--- src/design/audioCodecPkg.sv ---
// Audio codec package: sample width, control word union, device address, config table

package audioCodecPkg;

	localparam int SAMPLE_W = 16;

	// Codec control word with a 7-bit register address above 9-bit data
	typedef struct packed {
		logic [6:0] regAddr;
		logic [8:0] regData;
	} codecFields_t;

	typedef union packed {
		logic [15:0]  raw;
		codecFields_t fields;
	} codecWord_u;

	localparam logic [7:0] CODEC_DEV_ADDR = 8'h34;

	localparam int CONFIG_LEN = 10;

	function automatic codecWord_u makeWord(input logic [6:0] addr, input logic [8:0] data);
		codecWord_u word;
		word.fields.regAddr = addr;
		word.fields.regData = data;
		return word;
	endfunction

	// Line-in uses the both-channels bit, so one entry sets left and right
	localparam codecWord_u CONFIG_TABLE [CONFIG_LEN] = '{
		makeWord(7'h0F, 9'h000),  // Reset
		makeWord(7'h00, 9'h117),  // Line-in left and right, 0 dB
		makeWord(7'h02, 9'h079),  // Headphone left
		makeWord(7'h03, 9'h079),  // Headphone right
		makeWord(7'h04, 9'h012),  // Analog path, DAC on, line-in to ADC
		makeWord(7'h05, 9'h006),  // Digital path, 48 kHz de-emphasis
		makeWord(7'h06, 9'h000),  // Power everything up
		makeWord(7'h07, 9'h001),  // Left-justified, 16 bit, slave
		makeWord(7'h08, 9'h001),  // USB mode, 48 kHz
		makeWord(7'h09, 9'h001)   // Activate
	};

endpackage

--- src/design/codecSerialPort.sv ---
// Serial audio port: BCK/LRCK generation, DAC shift-out, ADC capture

`timescale 1ns/1ps

module codecSerialPort #(
	parameter int pFrameWait = 93
) (
	input  logic                              iCLK,
	input  logic                              iRST_N,
	input  logic                              iEnable,
	input  logic [audioCodecPkg::SAMPLE_W-1:0] iPlayL,
	input  logic [audioCodecPkg::SAMPLE_W-1:0] iPlayR,
	input  logic                              iAudAdcData,
	output logic                              oAudBck,
	output logic                              oAudLrck,
	output logic                              oAudDacData,
	output logic                              oCapValid,
	output logic [audioCodecPkg::SAMPLE_W-1:0] oCapL,
	output logic [audioCodecPkg::SAMPLE_W-1:0] oCapR
);

	localparam int SW = audioCodecPkg::SAMPLE_W;
	localparam int IDX_W = $clog2(SW);
	localparam int WAIT_W = (pFrameWait > 1) ? $clog2(pFrameWait) : 1;
	localparam logic [IDX_W-1:0] BIT_LAST = IDX_W'(SW - 1);
	localparam logic [WAIT_W-1:0] WAIT_LAST = WAIT_W'(pFrameWait - 1);

	// Sequencer state
	logic              sendPhase;
	logic              inWait;
	logic              rightCh;
	logic [IDX_W-1:0]  bitIdx;
	logic [WAIT_W-1:0] waitCnt;

	// Sample registers
	logic [SW-1:0] playWord;
	logic [SW-1:0] shiftL;
	logic [SW-1:0] shiftR;

	logic [SW-1:0] playSel;
	logic          setupCycle;
	logic          sendCycle;
	logic          halfStart;

	assign playSel    = rightCh ? iPlayR : iPlayL;
	assign setupCycle = !inWait && !sendPhase;
	assign sendCycle  = !inWait && sendPhase;
	assign halfStart  = setupCycle && (bitIdx == '0);

	//////////////////////////////////////////////////////////////////////
	// Frame sequencer
	//////////////////////////////////////////////////////////////////////

	always_ff @(posedge iCLK or negedge iRST_N) begin
		if (!iRST_N) begin
			sendPhase   <= 1'b0;
			inWait      <= 1'b0;
			rightCh     <= 1'b0;
			bitIdx      <= '0;
			waitCnt     <= '0;
			oAudBck     <= 1'b0;
			oAudLrck    <= 1'b0;
			oAudDacData <= 1'b0;
			oCapValid   <= 1'b0;
		end else begin
			oCapValid <= 1'b0;
			if (inWait) begin
				if (waitCnt == WAIT_LAST) begin
					waitCnt <= '0;
					inWait  <= 1'b0;
					rightCh <= ~rightCh;
				end else begin
					waitCnt <= waitCnt + 1'b1;
				end
			end else if (!sendPhase) begin
				oAudBck <= 1'b0;
				if (halfStart && !rightCh && !iEnable) begin
					// Parked at the start of a left half
					oAudDacData <= 1'b0;
				end else if (halfStart) begin
					oAudLrck    <= ~rightCh;
					oAudDacData <= playSel[SW-1];
					sendPhase   <= 1'b1;
				end else begin
					oAudDacData <= playWord[BIT_LAST - bitIdx];
					sendPhase   <= 1'b1;
				end
			end else begin
				oAudBck   <= 1'b1;
				sendPhase <= 1'b0;
				bitIdx    <= bitIdx + 1'b1;
				if (bitIdx == BIT_LAST) begin
					inWait <= 1'b1;
					if (rightCh)
						oCapValid <= 1'b1;
				end
			end
		end
	end

	//////////////////////////////////////////////////////////////////////
	// Sample data path
	//////////////////////////////////////////////////////////////////////

	always_ff @(posedge iCLK) begin
		if (halfStart)
			playWord <= playSel;
		if (sendCycle) begin
			if (rightCh)
				shiftR <= {shiftR[SW-2:0], iAudAdcData};
			else
				shiftL <= {shiftL[SW-2:0], iAudAdcData};
			// Publish the pair with the last right bit
			if (rightCh && bitIdx == BIT_LAST) begin
				oCapL <= shiftL;
				oCapR <= {shiftR[SW-2:0], iAudAdcData};
			end
		end
	end

	// LRCK may only move while the bit clock is low
	lrckOnLowBck: assert property (@(posedge iCLK) disable iff (!iRST_N)
		$changed(oAudLrck) |-> !oAudBck);

	capValidPulse: assert property (@(posedge iCLK) disable iff (!iRST_N)
		oCapValid |=> !oCapValid);

endmodule

--- src/design/codecConfigWriter.sv ---
// Two-wire bus master that writes the codec configuration table once after reset

`timescale 1ns/1ps

module codecConfigWriter #(
	parameter int pSclkDiv = 30
) (
	input  logic iCLK,
	input  logic iRST_N,
	input  logic iSdat,
	output logic oSclk,
	output logic oSdat,
	output logic oDone,
	output logic oError
);

	localparam int DIV_W = (pSclkDiv > 1) ? $clog2(pSclkDiv) : 1;
	localparam int IDX_W = $clog2(audioCodecPkg::CONFIG_LEN);
	localparam logic [DIV_W-1:0] DIV_LAST = DIV_W'(pSclkDiv - 1);
	localparam logic [IDX_W-1:0] ENTRY_LAST = IDX_W'(audioCodecPkg::CONFIG_LEN - 1);

	// 27 slots of address, ack, high byte, ack, low byte and ack
	localparam logic [4:0] SLOT_LAST = 5'd26;
	localparam logic [4:0] ACK_PREV0 = 5'd7;
	localparam logic [4:0] ACK_PREV1 = 5'd16;
	localparam logic [4:0] ACK_PREV2 = 5'd25;

	localparam logic [2:0] PH_START = 3'd0;
	localparam logic [2:0] PH_SHIFT = 3'd1;
	localparam logic [2:0] PH_ACK   = 3'd2;
	localparam logic [2:0] PH_STOP  = 3'd3;
	localparam logic [2:0] PH_NEXT  = 3'd4;
	localparam logic [2:0] PH_DONE  = 3'd5;

	logic [2:0]       phase;
	logic [1:0]       quarter;
	logic [DIV_W-1:0] divCnt;
	logic [4:0]       bitCnt;
	logic [IDX_W-1:0] entryIdx;

	audioCodecPkg::codecWord_u curWord;
	logic [26:0] txFrame;
	logic        quarterTick;
	logic        nextIsAck;
	logic        sclkNext;
	logic        sdatNext;

	assign curWord     = audioCodecPkg::CONFIG_TABLE[entryIdx];
	// Ack slots carry a 1 so the line is released
	assign txFrame     = {audioCodecPkg::CODEC_DEV_ADDR, 1'b1,
		curWord.raw[15:8], 1'b1, curWord.raw[7:0], 1'b1};
	assign quarterTick = (divCnt == DIV_LAST);
	assign nextIsAck   = (bitCnt == ACK_PREV0) || (bitCnt == ACK_PREV1) ||
		(bitCnt == ACK_PREV2);

	//////////////////////////////////////////////////////////////////////
	// Line levels per phase and quarter
	//////////////////////////////////////////////////////////////////////

	always_comb begin
		sclkNext = 1'b1;
		sdatNext = 1'b1;
		case (phase)
			PH_START: begin
				sclkNext = (quarter != 2'd3);
				sdatNext = (quarter < 2'd2);
			end
			PH_SHIFT, PH_ACK: begin
				sclkNext = (quarter == 2'd1) || (quarter == 2'd2);
				sdatNext = txFrame[SLOT_LAST - bitCnt];
			end
			PH_STOP: begin
				sclkNext = (quarter != 2'd0);
				sdatNext = (quarter >= 2'd2);
			end
			default: begin
				sclkNext = 1'b1;
				sdatNext = 1'b1;
			end
		endcase
	end

	//////////////////////////////////////////////////////////////////////
	// Transaction sequencer
	//////////////////////////////////////////////////////////////////////

	always_ff @(posedge iCLK or negedge iRST_N) begin
		if (!iRST_N) begin
			phase    <= PH_START;
			quarter  <= 2'd0;
			divCnt   <= '0;
			bitCnt   <= '0;
			entryIdx <= '0;
			oSclk    <= 1'b1;
			oSdat    <= 1'b1;
			oDone    <= 1'b0;
			oError   <= 1'b0;
		end else begin
			oSclk <= sclkNext;
			oSdat <= sdatNext;
			if (phase == PH_NEXT) begin
				if (entryIdx == ENTRY_LAST) begin
					phase <= PH_DONE;
					oDone <= 1'b1;
				end else begin
					entryIdx <= entryIdx + 1'b1;
					phase    <= PH_START;
				end
			end else if (phase != PH_DONE) begin
				if (quarterTick) begin
					divCnt  <= '0;
					quarter <= quarter + 1'b1;
					// Ack sampled mid-way through SCLK high
					if (phase == PH_ACK && quarter == 2'd1 && iSdat)
						oError <= 1'b1;
					if (quarter == 2'd3) begin
						case (phase)
							PH_START: begin
								bitCnt <= '0;
								phase  <= PH_SHIFT;
							end
							PH_SHIFT, PH_ACK: begin
								if (bitCnt == SLOT_LAST) begin
									phase <= PH_STOP;
								end else begin
									bitCnt <= bitCnt + 1'b1;
									phase  <= nextIsAck ? PH_ACK : PH_SHIFT;
								end
							end
							default:
								phase <= PH_NEXT;
						endcase
					end
				end else begin
					divCnt <= divCnt + 1'b1;
				end
			end
		end
	end

	// Data may only move under SCLK high for START and STOP
	sdatStable: assert property (@(posedge iCLK) disable iff (!iRST_N)
		(oSclk && $changed(oSdat)) |-> (phase == PH_START || phase == PH_STOP));

endmodule

--- src/design/audioCodecTop.sv ---
// Audio codec top level: configuration writer and serial audio port

`timescale 1ns/1ps

module audioCodecTop #(
	parameter int pFrameWait = 93,
	parameter int pSclkDiv   = 30
) (
	input  logic                              iCLK,
	input  logic                              iRST_N,
	input  logic [audioCodecPkg::SAMPLE_W-1:0] iPlayL,
	input  logic [audioCodecPkg::SAMPLE_W-1:0] iPlayR,
	output logic [audioCodecPkg::SAMPLE_W-1:0] oCapL,
	output logic [audioCodecPkg::SAMPLE_W-1:0] oCapR,
	output logic                              oCapValid,
	output logic                              oAudBck,
	output logic                              oAudLrck,
	output logic                              oAudDacData,
	input  logic                              iAudAdcData,
	output logic                              oI2cSclk,
	output logic                              oI2cSdat,
	input  logic                              iI2cSdat,
	output logic                              oConfigDone,
	output logic                              oConfigError
);

	// Codec register setup over the two-wire bus
	codecConfigWriter #(
		.pSclkDiv (pSclkDiv)
	) configWriter (
		.iCLK   (iCLK),
		.iRST_N (iRST_N),
		.iSdat  (iI2cSdat),
		.oSclk  (oI2cSclk),
		.oSdat  (oI2cSdat),
		.oDone  (oConfigDone),
		.oError (oConfigError)
	);

	// Audio frames start once the codec is configured
	codecSerialPort #(
		.pFrameWait (pFrameWait)
	) serialPort (
		.iCLK        (iCLK),
		.iRST_N      (iRST_N),
		.iEnable     (oConfigDone),
		.iPlayL      (iPlayL),
		.iPlayR      (iPlayR),
		.iAudAdcData (iAudAdcData),
		.oAudBck     (oAudBck),
		.oAudLrck    (oAudLrck),
		.oAudDacData (oAudDacData),
		.oCapValid   (oCapValid),
		.oCapL       (oCapL),
		.oCapR       (oCapR)
	);

endmodule

--- config.mk ---
export PLATFORM = sky130hd
export DESIGN_NAME = audioCodecTop
export DESIGN_NICKNAME = d
export VERILOG_FILES = /design/src/design/audioCodecPkg.sv /design/src/design/codecSerialPort.sv /design/src/design/codecConfigWriter.sv /design/src/design/audioCodecTop.sv
export SDC_FILE = /design/constraint.sdc
export NUM_CORES = 1
export LEC_CHECK = 0
export BUFFER_PORTS_ARGS = -buffer_cell sky130_fd_sc_hd__buf_2
export CAP_MARGIN = 20
export CORE_ASPECT_RATIO = 1.5
export CORE_UTILIZATION = 55
export DETAILED_ROUTE_END_ITERATION = 8
export GPL_TIMING_DRIVEN = 0
export MAX_ROUTING_LAYER = met4
export PLACE_DENSITY = 0.83
export SYNTH_ARGS = -nofsm -noshare
export SYNTH_HDL_FRONTEND = slang
export SYNTH_HIERARCHICAL = 1
export SYNTH_SLANG_ARGS = --single-unit
--- constraint.sdc ---
create_clock -name iCLK -period 3.7 [get_ports iCLK]
set_input_delay 0 -clock iCLK [delete_from_list [all_inputs] [get_ports iCLK]]
set_output_delay 0 -clock iCLK [all_outputs]
set_load 0.005 [all_outputs]
=== Word level (Yosys, flattened, before mapping) ===
Memories as Yosys holds them, arrays and structs flattened.
Cells that the tools add are included.

* Logic and storage cells: 133
* Bits in registers: 120
* Memory bits (read-only): 256
* Memories kept: 1
* Input bits: 36
* Memory bits (writable): 0
* Latch bits: 0

{| class="wikitable"
|+ Memory list
! name !! depth !! bits a word !! rd ports !! clocked after Yosys merged registers in !! wr ports !! RTL line !! source
|-
| (name not given) || 16 || 16 || 1 || 0 || 0 || codecConfigWriter.sv:48 || <nowiki>assign curWord = audioCodecPkg::CONFIG_TABLE[entryIdx];</nowiki>
|}

* Multiplexer cells: 34
* Reduce and logical (&&, ||, !) cells: 37
* Bitwise logic cells: 7
* Order comparisons: 5
* Div/mod/pow operators: 0
* Shifts and indexed selects: 0
* $mul: 0
* Add/sub/neg operators: 8
* Equality and inequality tests: 18

{| class="wikitable"
|+ Operators by type and width
! operator !! count
|-
| 16-bit two-way mux || 3
|-
| 5-bit equality test, second input constant || 4
|-
| 3-bit two-way mux || 6
|-
| 2-bit AND reduction || 9
|-
| 1-bit two-way mux || 15
|-
| 5-bit by 1-bit adder with 5-bit output, second input constant || 2
|-
| 5-bit two-way mux || 2
|-
| 5-bit case mux with 2 select lines || 1
|-
| 2-bit nonzero test || 5
|-
| 4-bit by 1-bit adder with 4-bit output, second input constant || 2
|-
| 4-bit equality test, second input constant || 2
|-
| 1-bit logical AND || 8
|-
| 4-bit AND reduction || 2
|-
| 7-bit by 1-bit adder with 7-bit output, second input constant || 1
|-
| 7-bit equality test, second input constant || 1
|-
| 7-bit two-way mux || 1
|-
| 3-bit by 2-bit equality test with 1-bit output, second input constant || 2
|-
| 5-bit by 6-bit less-than comparator with 1-bit output, second input constant || 1
|-
| 1-bit inverter || 6
|-
| 1-bit case mux with 3 select lines || 2
|-
| 3-bit case mux with 2 select lines || 1
|-
| 3-bit AND reduction || 2
|-
| 6-bit AND reduction || 1
|-
| 1-bit binary-select mux with 5-bit select || 1
|-
| 22 further kinds || 29
|}

=== Longest topological paths before layout ===
Gate-level depths: netlist of the first run.

* Word-level depth: 10
* Depth in mapped cells: 9
* Mapped depth without buffers: 8

=== Hierarchy ===
The synthesis of the first run kept the hierarchy.

{| class="wikitable"
|+ Modules (own cells, without submodules)
! module !! instances !! cells an instance !! sequential area each (µm²) !! area an instance (µm²)
|-
| codecSerialPort || 1 || 195 || 2822.7 || 3595.9
|-
| codecConfigWriter || 1 || 202 || 578.1 || 1776.7
|}

=== Worst setup path before layout of the first run ===
Ideal clock, no wire load.

* Path kind: register to register
* From: register serialPort.inWait
* To: register serialPort/oCapL[0] (netlist bit), enable pin
* Arrival: 2.326 ns
* Setup slack: 0.953 ns
* Cell stages (with the launch flop): 5
* Setup time: 0.421 ns
* Cells stage by stage: dfrtp_1 nor2b_1 clkbuf_1 nand4_1 nor2_1

* Cells in the longest elaborated chain, start to end: 3

{| class="wikitable"
|+ RTL lines
! item !! RTL line !! source
|-
| from (decl) || codecSerialPort.sv:30 || <nowiki>logic inWait;</nowiki>
|-
| from (signal assigned) || codecSerialPort.sv:57 || <nowiki>inWait <= 1'b0;</nowiki>
|-
| from (signal assigned) || codecSerialPort.sv:70 || <nowiki>inWait <= 1'b0;</nowiki>
|-
| from (signal assigned) || codecSerialPort.sv:93 || <nowiki>inWait <= 1'b1;</nowiki>
|-
| 1-bit logical NOT || codecSerialPort.sv:47 || <nowiki>assign sendCycle = !inWait && sendPhase;</nowiki>
|-
| 1-bit logical AND || codecSerialPort.sv:47 ||
|-
| 2-bit AND reduction (no line) || -- ||
|-
| to (signal assigned) || codecSerialPort.sv:115 || <nowiki>oCapL <= shiftL;</nowiki>
|-
| to (decl) || codecSerialPort.sv:18 || <nowiki>output logic [audioCodecPkg::SAMPLE_W-1:0] oCapL,</nowiki>
|}

No other way between the ends.
A chain may end at the register's enable or synchronous reset.

=== Worst setup path after layout of the first run ===
* From: register serialPort.bitIdx[0]
* To: register serialPort.oAudDacData

* Cells in the longest elaborated chain, start to end: 5
* Elaborated cells between the ends (all ways): 9
* Those cells by class: add/sub: 1; mux: 4; reduce/logical: 4

{| class="wikitable"
|+ RTL lines
! item !! RTL line !! source
|-
| from (decl) || codecSerialPort.sv:32 || <nowiki>logic [IDX_W-1:0] bitIdx;</nowiki>
|-
| from (signal assigned) || codecSerialPort.sv:91 || <nowiki>bitIdx <= bitIdx + 1'b1;</nowiki>
|-
| 4-bit subtractor or 4-bit logical NOT (tied branches) || codecSerialPort.sv:85, codecSerialPort.sv:48 ||
|-
| 1-bit binary-select mux with 4-bit select or 1-bit logical AND (tied branches) || codecSerialPort.sv:85, codecSerialPort.sv:48 ||
|-
| 1-bit two-way mux (not written as such) or 1-bit logical AND (tied branches) || codecSerialPort.sv:85, codecSerialPort.sv:77 ||
|-
| 1-bit two-way mux or 1-bit logical AND (tied branches) || codecSerialPort.sv:80, codecSerialPort.sv:77 ||
|-
| 1-bit two-way mux * || codecSerialPort.sv:77 || <nowiki>if (halfStart && !rightCh && !iEnable) begin</nowiki>
|-
| to (signal assigned) || codecSerialPort.sv:82 || <nowiki>oAudDacData <= playSel[SW-1];</nowiki>
|-
| to (signal assigned) || codecSerialPort.sv:85 || <nowiki>oAudDacData <= playWord[BIT_LAST - bitIdx];</nowiki>
|-
| to (decl) || codecSerialPort.sv:16 || <nowiki>output logic oAudDacData,</nowiki>
|}

Every way passes the cells marked *; elsewhere a longest branch is shown, timed or not. The select of a mux whose other input is x is not followed.

==> results of run 1 <==
[logic make-up (layout without fill, tap and decap cells)]
kind of cell | after synthesis | in the layout | synth area share
adder cells (fa/ha/maj) | 21 | 21 | 0.0480
XOR/XNOR | 12 | 12 | 0.0210
AND/OR/NAND/NOR | 98 | 98 | 0.0950
multiplexers | 28 | 28 | 0.0696
flip-flops | 120 | 120 | 0.633
buffers and inverters | 37 | 181 | 0.0342
AO/OA/AOI/OAI | 81 | 81 | 0.0992
[registers in the layout, summed over array words and instances (netlist names), 2 cells and up]
signal and cells:
serialPort/bitIdx 4, configWriter/entryIdx 4, serialPort/playWord 16, configWriter/bitCnt 5, serialPort/shiftL 16, serialPort/oCapL 16, configWriter/quarter 2, serialPort/shiftR 15
configWriter/divCnt 5, serialPort/waitCnt 7, configWriter/phase 3, serialPort/oCapR 16
[final cells by class]
type                    instances  area (um2)
inverters                      18        81.3
flip-flops and latches        120        3400
clock inverters                15         150
well taps                     112         140
plain buffers                  19         103
multi-input cells             240        1790
clock buffers                  17         425
fillers                       561        2520
repair buffers                112         752
[how the worst max path moves through the flow]
stage | startpoint | cells past startpoint | endpoint
after floorplan | serialPort/inWait | 4 | serialPort/oCapL[0]
after global placement | serialPort/inWait | 4 | serialPort/oCapL[8]
after detailed placement | serialPort/bitIdx[0] | 7 | serialPort/oAudDacData
after CTS | serialPort/bitIdx[0] | 7 | serialPort/oAudDacData
after global routing | serialPort/inWait | 5 | serialPort/oCapL[9]
final | serialPort/bitIdx[0] | 8 | serialPort/oAudDacData
[where the power goes]
group | leakage [nW] | switching [mW] | internal (mW) | total (mW)
logic | 1.28 | 0.0256 | 0.0447 | 0.0703
registers | 1.28 | 0.00280 | 1.43 | 1.43
clock network | 0.282 | 0.690 | 0.896 | 1.59
total | 2.85 | 0.718 | 2.37 | 3.09
[worst max-delay path: stages (launching register included)]
cell	delay [ps]
dfrtp_1	390
buf_6	150
inv_1	70
ha_1	220
nor3b_1	170
and2_0	380
buf_6	260
or3_1	380
a31o_1	220
[per-layer routing]
layer  vias to the layer above  track usage  routed length, um
li1                       1744            -                  -
met1                      1859        0.285               4440
met2                       191        0.454               6520
met3                        38       0.0613                686
met4                         0        0.113                347
met5                         -            -                  0
[stage by stage]
| step | util | std cells |
|---|---|---|
| floorplan | - | 397 |
| global placement | 0.629 | 584 |
| detailed placement | 0.631 | 585 |
| CTS | 0.730 | 652 |
| global route | 0.731 | 653 |
| finish | 0.731 | 653 |
[cells in the final DEF (no fill, tap or decap), types with 5 or more instances in the layout]
cell and instances:
a21o_1 5, clkbuf_1 5, a31oi_1 5, ha_1 19
dfrtp_1 39, nand4_1 7, nor2b_1 6, o21ai_1 6
edfxtp_1 79, nand2_1 23, inv_1 17, xnor2_1 8
clkbuf_16 17, o21ai_0 21, mux2_1 17, inv_6 5
buf_2 82, nor3_1 9, a21oi_1 13, inv_8 5
nand3_1 8, nor2_1 19, dlygate4sd3_1 35
[timing repair]
| action | 4_1_cts | 5_1_grt |
|---|---|---|
| hold buffers | 35 | 0 |
| endpoints found under the hold margin | 59 | 0 |
| buffers inserted | 0 | 0 |
==> out/metrics.csv, run 1 <==
metric,value,unit
p_per_area,451,nW/um2
viasPerCell,5.87,
antenna_found_initial,0,
reg2reg_to,serialPort/oAudDacData,
gp_congestion,0.906,
yosysWarnings,6,
worstSetupPathType,flip-flop to flip-flop,
r2r_setup_slack,1350,ps
dp_hpwl,6780,um
rsz0062_at_grt,no,
synth.avg_cell_area,13.5,um2
maxSlewViolCount,0,
setup_violations,0,
hold_class,primary input to asynchronous set/reset pin,
cts_resized,0,
grt_max_degree,42,
synth_area_leaders,"edfxtp_1, dfrtp_1, ha_1, mux2_1, mux4_1",
rows,43,
synth.distinct_cells,62,
endpoint_kind,flip-flop,
globalRouteOverflowTotal,0,
skew,6.79,ps
hold_viol,0,
die_y,123,um
num_io_pins,76,
setup_tns,0,ps
finalWirelength,12000,um
dieArea,10200,um2
ys_async_sr_fraction,0.342,
drt_drc_violations_left,0,
drt_first_pass_iters,5,
insertion_delay,420,ps
cp.required,4010,ps
yosysTopAreaCell,edfxtp_1,
drtIter0Drc,295,
placed_cell_area,5910,um2
port_buffers,75,
ys_ff_latch,120,
period_share,0.635,
drive_gt1_frac,0.251,
ys_seq_area_frac,0.633,
post_drt_wl_per_cell,18.4,um
num_vias,3832,
synth-edff-count,79,
synth_top_area_share,0.442,
p_leak,2.85,nW
syn-num-nets,452,
cp_data_arrival_time,2660,ps
cts_sinks,120,
cts.clk_slew.worst_paths,60,ps
timing.rr.start,serialPort/bitIdx[0],
areaGrowthSynthToFinish,27.4,%
finalHoldWorstSlack,275,ps
fp.dieW,82.7,um
syn-cell-area,5370,um2
fin_ws,1350,ps
core_area,9360,um2
htree_levels,4,
antenna_left,0,
cts_buffers,17,
status,"finished, final reports clean",
track_usage,0.264,
syn_inst,397,
relSlewSlack,0.348,
vdd.ir_drop.worst,0.000568,V
root_buffer,clkbuf_16,
cap_violations,0,
worstPathMaxFanout,11,
design_area,6840,um2
worstMarginPinSlew,978,ps
ys_top_cells_by_count,"edfxtp_1, dfrtp_1, nand2_1",
nets,583,
crit_path_start_kind,flip-flop,
cts_tree,yes,
ctsLongestPathBuffers,2,
start_util,0.574,
diodes,0,
fmax,426,MHz
grt_pass1_vias,3936,
yosysMostFrequentCell,edfxtp_1,
grt_pass1_wl,18900,um
finalCriticalPeriod,2350,ps
synth_top_flop_cell,edfxtp_1,
pre_cts_ws,1210,ps
reg2reg_depth,8,
total_power,3.09,mW
Power figures use the tool's default switching activity.
==> run 2, diff against run 1 <==
==> constraint.sdc (replaced) <==
create_clock -name iCLK -period 2.4 [get_ports iCLK]
set_input_delay 0 -clock iCLK [delete_from_list [all_inputs] [get_ports iCLK]]
set_output_delay 0 -clock iCLK [all_outputs]
set_load 0.005 [all_outputs]
==> out/metrics.csv, run 2 (same netlist as run 1, synthesis figures left out) <==
metric,value,unit,change
drtIter0Drc,231,,was 295
grt_pass1_vias,3728,,was 3936
placed_cell_area,5910,um2,unchanged
ctsLongestPathBuffers,2,,unchanged
path_buf_inv,1,,was 3
globalRouteOverflowTotal,0,,unchanged
worstMarginPinSlew,959,ps,was 978 ps
p_leak,2.86,nW,was 2.85 nW
skew,11.5,ps,was 6.79 ps
post_cts_buffers,0,,unchanged
utilization,0.734,,was 0.731
reg2reg_depth,8,,unchanged
rsz0062_at_grt,no,,unchanged
num_vias,3780,,was 3832
path_common_cell,a211oi_1,,was buf_6
finalWirelength,11400,um,was 12000 um
final_cell_mix,"buf_2, edfxtp_1, dfrtp_1",,unchanged
path_cells,inv_1 -> ha_1 -> nand3b_1 -> a211oi_1 -> or2_2 -> o2bb2ai_1 -> a211oi_1 -> o21ai_1,,was buf_6 -> inv_1 -> ha_1 -> nor3b_1 -> and2_0 -> buf_6 -> or3_1 -> a31o_1
viasPerCell,5.80,,was 5.87
met1_usage,0.275,,was 0.285
finalCriticalPeriod,2270,ps,was 2350 ps
hold_viol,0,,unchanged
fp.dieW,82.7,um,unchanged
relSlewSlack,0.361,,was 0.348
cts.clk_slew.worst_paths,60,ps,about the same
root_buffer,clkbuf_16,,unchanged
multiInputGateArea,1800,um2,was 1790 um2
maxSlewViolCount,0,,unchanged
areaGrowthSynthToFinish,27.8,%,was 27.4%
timing.rr.start,configWriter/bitCnt[1],,was serialPort/bitIdx[0]
seq_area,3400,um2,unchanged
insertion_delay,420,ps,about the same
period_share,0.946,,was 0.635
nets,582,,was 583
fin_ws,129,ps,was 1350 ps
port_buffers,75,,unchanged
max_stage_delay,530,ps,was 390 ps
drive_gt1_frac,0.252,,was 0.251
fillers,551,,was 561
design_area,6870,um2,was 6840 um2
num_io_pins,76,,unchanged
reg2reg_to,configWriter/oSdat,,was serialPort/oAudDacData
track_usage,0.252,,was 0.264
use_met2,0.427,,was 0.454
grt_pass1_wl,17900,um,was 18900 um
htree_levels,4,,unchanged
crit_start,configWriter/bitCnt[1],,was serialPort/bitIdx[0]
grt_max_degree,42,,unchanged
critPathTopFamily,compound AO/OA/AOI/OAI gates,,was simple AND/OR/NAND/NOR gates
mostFrequentLayoutCell,buf_2,,unchanged
antenna_left,0,,unchanged
core_area,9360,um2,unchanged
drt_first_pass_iters,5,,unchanged
antenna_found_initial,0,,unchanged
cts_buffers,17,,unchanged
p_per_area,715,nW/um2,was 451 nW/um2
cp_data_arrival_time,2600,ps,was 2660 ps
crit_path_start_kind,flip-flop,,unchanged
setup_violations,0,,unchanged
rows,43,,unchanged
r2r_setup_slack,130,ps,was 1350 ps
post_drt_wl_per_cell,17.4,um,was 18.4 um
dp_hpwl,6630,um,was 6780 um
status,"finished, final reports clean",,unchanged
die_y,123,um,unchanged
grt_busiest_layer,met2,,unchanged
slowest_stage,dfrtp_1,,unchanged
worstPathMaxFanout,10,,was 11
worstSetupPathType,flip-flop to flip-flop,,unchanged
drt_drc_violations_left,0,,unchanged
endpoint_kind,flip-flop,,unchanged
dieArea,10200,um2,unchanged
hold_class,primary input to asynchronous set/reset pin,,unchanged
cts_tree,yes,,unchanged
diodes,0,,unchanged
dp.cells,585,,unchanged
cap_violations,0,,unchanged
cp.required,2730,ps,was 4010 ps
pre_cts_ws,-43.8,ps,was 1210 ps
vdd.ir_drop.worst,0.000817,V,was 0.000568 V
finalNonFillerCells,652,,was 653
cts_sinks,120,,unchanged
met3_usage,0.0642,,was 0.0613
start_util,0.574,,unchanged
fmax,440,MHz,was 426 MHz
gp_congestion,0.882,,was 0.906
==> run 2: changes by cell type in the layout (fill, tap and decap cells not counted), sizes merged <==
cell,previous run,this run
bufinv,1,3
buf,91,90
clkinvlp,1,0
inv,27,26
==> run 2: worst register-to-register path, cell delays in order (launching register included) <==
cell       delay [ps]
dfrtp_1           530
inv_1             130
ha_1              440
nand3b_1          140
a211oi_1          220
or2_2             140
o2bb2ai_1          70
a211oi_1          380
o21ai_1           130
==> run 2: layer usage <==
| metal | part of all wire | wire (um) | up-vias |
|---|---|---|---|
| met1 | 0.38 | 4350 | 1846 |
| met5 | 0 | 0 | - |
| met2 | 0.55 | 6250 | 175 |
| li1 | - | - | 1739 |
| met3 | 0.052 | 589 | 20 |
| met4 | 0.016 | 184 | 0 |
==> run 2: what timing repair did <==
item	4_1_cts	5_1_grt
setup endpoints to repair	34	18
hold buffers	35	0
hold endpoints to repair	59	0
resized for setup	2	1
==> run 2: worst max-delay path by stage <==
| stage | slack [ps] | to | cells past startpoint |
|---|---|---|---|
| after floorplan | 170 | serialPort/oCapL[0] | 4 |
| after global placement | -220 | serialPort/oCapL[8] | 4 |
| after detailed placement | -40 | serialPort/oAudDacData | 7 |
| after CTS | 120 | serialPort/oAudDacData | 7 |
| after global routing | 20 | configWriter/oSdat | 8 |
| final | 130 | configWriter/oSdat | 8 |
==> run 2: metrics by stage <==
step                setup TNS (ps)  hold WS (ps)  power [mW]
floorplan                        0          -296        2.26
global placement             -6890           187        2.30
CTS                              0           234        4.93
global route                     0           334        5.04
detailed placement            -802           201        2.31
finish                           0           276        4.91
==> run 2: cell type report <==
cell class / count / area share
Clock buffer: 17 / 0.0619
Inverter: 18 / 0.0118
Tap cell: 112 / 0.0204
Buffer: 19 / 0.0149
Clock inverter: 15 / 0.0262
Multi-Input combinational cell: 240 / 0.262
Timing Repair Buffer: 111 / 0.108
Sequential cell: 120 / 0.495
==> run 2: report_power, final <==
part	switching (mW)	internal [mW]	leakage, nW
clock	1.02	1.57	0.301
combinational	0.0382	0.0689	1.28
sequential	0.00482	2.21	1.28
==> run 3, diff against run 2 <==
--- a/config.mk
+++ b/config.mk
@@ -5,6 +5,7 @@
 export SDC_FILE = /design/constraint.sdc
 export NUM_CORES = 1
 export LEC_CHECK = 0
+export ABC_AREA = 1
 export BUFFER_PORTS_ARGS = -buffer_cell sky130_fd_sc_hd__buf_2
 export CAP_MARGIN = 20
 export CORE_ASPECT_RATIO = 1.5
==> out/metrics.csv, run 3 <==
metric,value,unit,change
yosysTopAreaCell,edfxtp_1,,unchanged
cp.required,2660,ps,was 2730 ps
power_frac_seq,0.444,,was 0.450
path_cells,inv_2 -> buf_1 -> nand2_1 -> nand2_1 -> dlygate4sd3_1,,was inv_1 -> ha_1 -> nand3b_1 -> a211oi_1 -> or2_2 -> o2bb2ai_1 -> a211oi_1 -> o21ai_1
yosysMostFrequentCell,nand2_1,,was edfxtp_1
cp_data_arrival_time,2290,ps,was 2600 ps
p_per_area,730,nW/um2,was 715 nW/um2
drt_drc_violations_left,0,,unchanged
synth_area_leaders,"edfxtp_1, dfrtp_1, nand2_1, ha_1, inv_1",,"was edfxtp_1, dfrtp_1, ha_1, mux2_1, mux4_1"
cts_tree,yes,,unchanged
syn-num-nets,546,,was 452
cts.clk_slew.worst_paths,60,ps,about the same
crit_path_start_kind,flip-flop,,unchanged
ys_async_sr_fraction,0.342,,unchanged
ys_seq_area_frac,0.646,,was 0.633
utilization,0.738,,was 0.734
sw_frac_of_total,0.195,,was 0.216
synth.distinct_cells,37,,was 62
ctsLongestPathBuffers,2,,unchanged
gp_congestion,0.897,,was 0.882
reg2reg_to,serialPort/playWord[8],,was configWriter/oSdat
worstMarginPinSlew,926,ps,was 959 ps
mostFrequentLayoutCell,nand2_1,,was buf_2
finalCriticalPeriod,2030,ps,was 2270 ps
grt_pass1_wl,18600,um,was 17900 um
hold_class,primary input to flip-flop,,was primary input to asynchronous set/reset pin
skew,5.83,ps,was 11.5 ps
period_share,0.845,,was 0.946
endpoint,serialPort/playWord[8],,was configWriter/oSdat
num_io_pins,76,,unchanged
p_leak,3.07,nW,was 2.86 nW
nets,682,,was 582
reg2reg_depth,5,,was 8
design_area,6830,um2,was 6870 um2
start_util,0.569,,was 0.574
crit_start,serialPort/rightCh,,was configWriter/bitCnt[1]
ys_top_cells_by_count,"nand2_1, edfxtp_1, inv_1",,"was edfxtp_1, dfrtp_1, nand2_1"
cellInternalPower,4.01,mW,was 3.85 mW
viasPerCell,5.35,,was 5.80
antenna_found_initial,0,,unchanged
synth.avg_cell_area,10.7,um2,was 13.5 um2
dp_hpwl,6630,um,about the same
fillers,609,,was 551
vdd.ir_drop.worst,0.000769,V,was 0.000817 V
slowest_stage,dlygate4sd3_1,,was dfrtp_1
grt_pass1_vias,4156,,was 3728
root_buffer,clkbuf_16,,unchanged
worstSetupPathType,flip-flop to flip-flop,,unchanged
fmax,493,MHz,was 440 MHz
antenna_left,0,,unchanged
fin_ws,371,ps,was 129 ps
cts_buffers,17,,unchanged
path_buf_inv,3,,was 1
synth_top_flop_cell,edfxtp_1,,unchanged
post_drt_wl_per_cell,15.0,um,was 17.4 um
endpoint_kind,flip-flop,,unchanged
drive_gt1_frac,0.233,,was 0.252
relSlewSlack,0.383,,was 0.361
core_area,9250,um2,was 9360 um2
status,"finished, final reports clean",,unchanged
path_common_cell,nand2_1,,was a211oi_1
critPathTopFamily,buffers and inverters,,was compound AO/OA/AOI/OAI gates
syn_inst,491,,was 397
ys_ff_latch,120,,unchanged
pwr-share-clk,0.533,,was 0.528
grt_max_degree,42,,unchanged
rows,43,,unchanged
drt_first_pass_iters,5,,unchanged
synth_top_area_share,0.450,,was 0.442
yosysWarnings,6,,unchanged
placed_cell_area,5810,um2,was 5910 um2
setup_violations,0,,unchanged
worstPathMaxFanout,10,,unchanged
p_comb_frac,0.023,,was 0.022
num_vias,4023,,was 3780
cap_violations,0,,unchanged
areaGrowthSynthToFinish,29.7,%,was 27.8%
cts_sinks,120,,unchanged
globalRouteOverflowTotal,0,,unchanged
hold_viol,0,,unchanged
synth-edff-count,79,,unchanged
r2r_setup_slack,370,ps,was 130 ps
dieArea,9980,um2,was 10200 um2
multiInputGateArea,1630,um2,was 1800 um2
syn-cell-area,5270,um2,was 5370 um2
port_buffers,75,,unchanged
finalWirelength,11300,um,was 11400 um
pre_cts_ws,101,ps,was -43.8 ps
drtIter0Drc,230,,was 231
seq_area,3400,um2,unchanged
insertion_delay,410,ps,was 420 ps
diodes,0,,unchanged
p_sw,0.975,mW,was 1.06 mW
fp.dieW,81.9,um,was 82.7 um
crit_cells,5,,was 8
finalHoldWorstSlack,127,ps,was 276 ps
die_y,122,um,was 123 um
timing.rr.start,serialPort/rightCh,,was configWriter/bitCnt[1]
rsz0062_at_grt,no,,unchanged
htree_levels,4,,unchanged
track_usage,0.260,,was 0.252
maxSlewViolCount,0,,unchanged
final_cell_mix,"nand2_1, buf_2, edfxtp_1",,"was buf_2, edfxtp_1, dfrtp_1"
max_stage_delay,590,ps,was 530 ps
-- run 3: layout make-up --
class                   count  area share
clock buffers              17      0.0623
inverters                  57      0.0313
multi-input cells         307       0.239
repair buffers            117       0.115
flip-flops and latches    120       0.498
plain buffers               7     0.00476
clock inverters            15      0.0291
well taps                 112      0.0205
-- run 3: cell families (layout without fill, tap and decap cells) --
kind of cell / count (synthesis) / in the layout / synth area share
buf+inv: 64 / 213 / 0.0468
simple gates: 227 / 227 / 0.192
flops: 120 / 120 / 0.646
compound gates: 50 / 50 / 0.0523
xor+xnor: 11 / 11 / 0.0183
fa+ha+maj: 19 / 19 / 0.0451
-- run 3: metrics by stage --
step / setup TNS, ps / cells / power, mW
after global placement: -3570 / 678 / 2.31
after detailed placement: 0 / 679 / 2.31
after CTS: 0 / 746 / 5.00
after floorplan: 0 / 491 / 2.27
final: 0 / 752 / 4.99
after global routing: 0 / 752 / 5.12
-- run 3: worst reg2reg max path, stage by stage (launching register included) --
cell and delay [ps]:
dfrtp_1 410, inv_2 200, buf_1 430, nand2_1 140, nand2_1 120, dlygate4sd3_1 590
-- run 3: power by group through the flow --
| stage | Sequential [mW] | Clock (mW) | Combinational, mW |
|---|---|---|---|
| after global placement | 2.25 | 0 | 0.0609 |
| after detailed placement | 2.25 | 0 | 0.0631 |
| after global routing | 2.21 | 2.78 | 0.126 |
| after CTS | 2.21 | 2.69 | 0.107 |
| final | 2.21 | 2.66 | 0.114 |
| after floorplan | 2.25 | 0 | 0.0178 |
-- run 3: worst min path at each step --
stage               startpoint                endpoint  slack [ps]  cells after the start
floorplan               iRST_N  configWriter/bitCnt[0]        -300                      0
global route        iPlayR[15]  serialPort/oAudDacData         170                      7
global placement        iRST_N  configWriter/bitCnt[0]         190                      1
CTS                 iPlayR[15]  serialPort/oAudDacData          80                      7
finish              iPlayR[15]  serialPort/oAudDacData         130                      7
detailed placement      iRST_N  configWriter/bitCnt[2]         190                      1
-- run 3: per-layer routing --
layer | routed length (um) | global-route usage
met1 | 4180 | 0.268
met2 | 6130 | 0.449
met3 | 603 | 0.0712
met4 | 356 | 0.121
met5 | 0 | -
-- run 3: timing repair --
| action | CTS | global route |
|---|---|---|
| setup endpoints to repair | 0 | 17 |
| hold endpoints to repair | 59 | 0 |
| resized for setup | 0 | 0 |
| hold buffers | 35 | 0 |
| setup buffers | 0 | 4 |
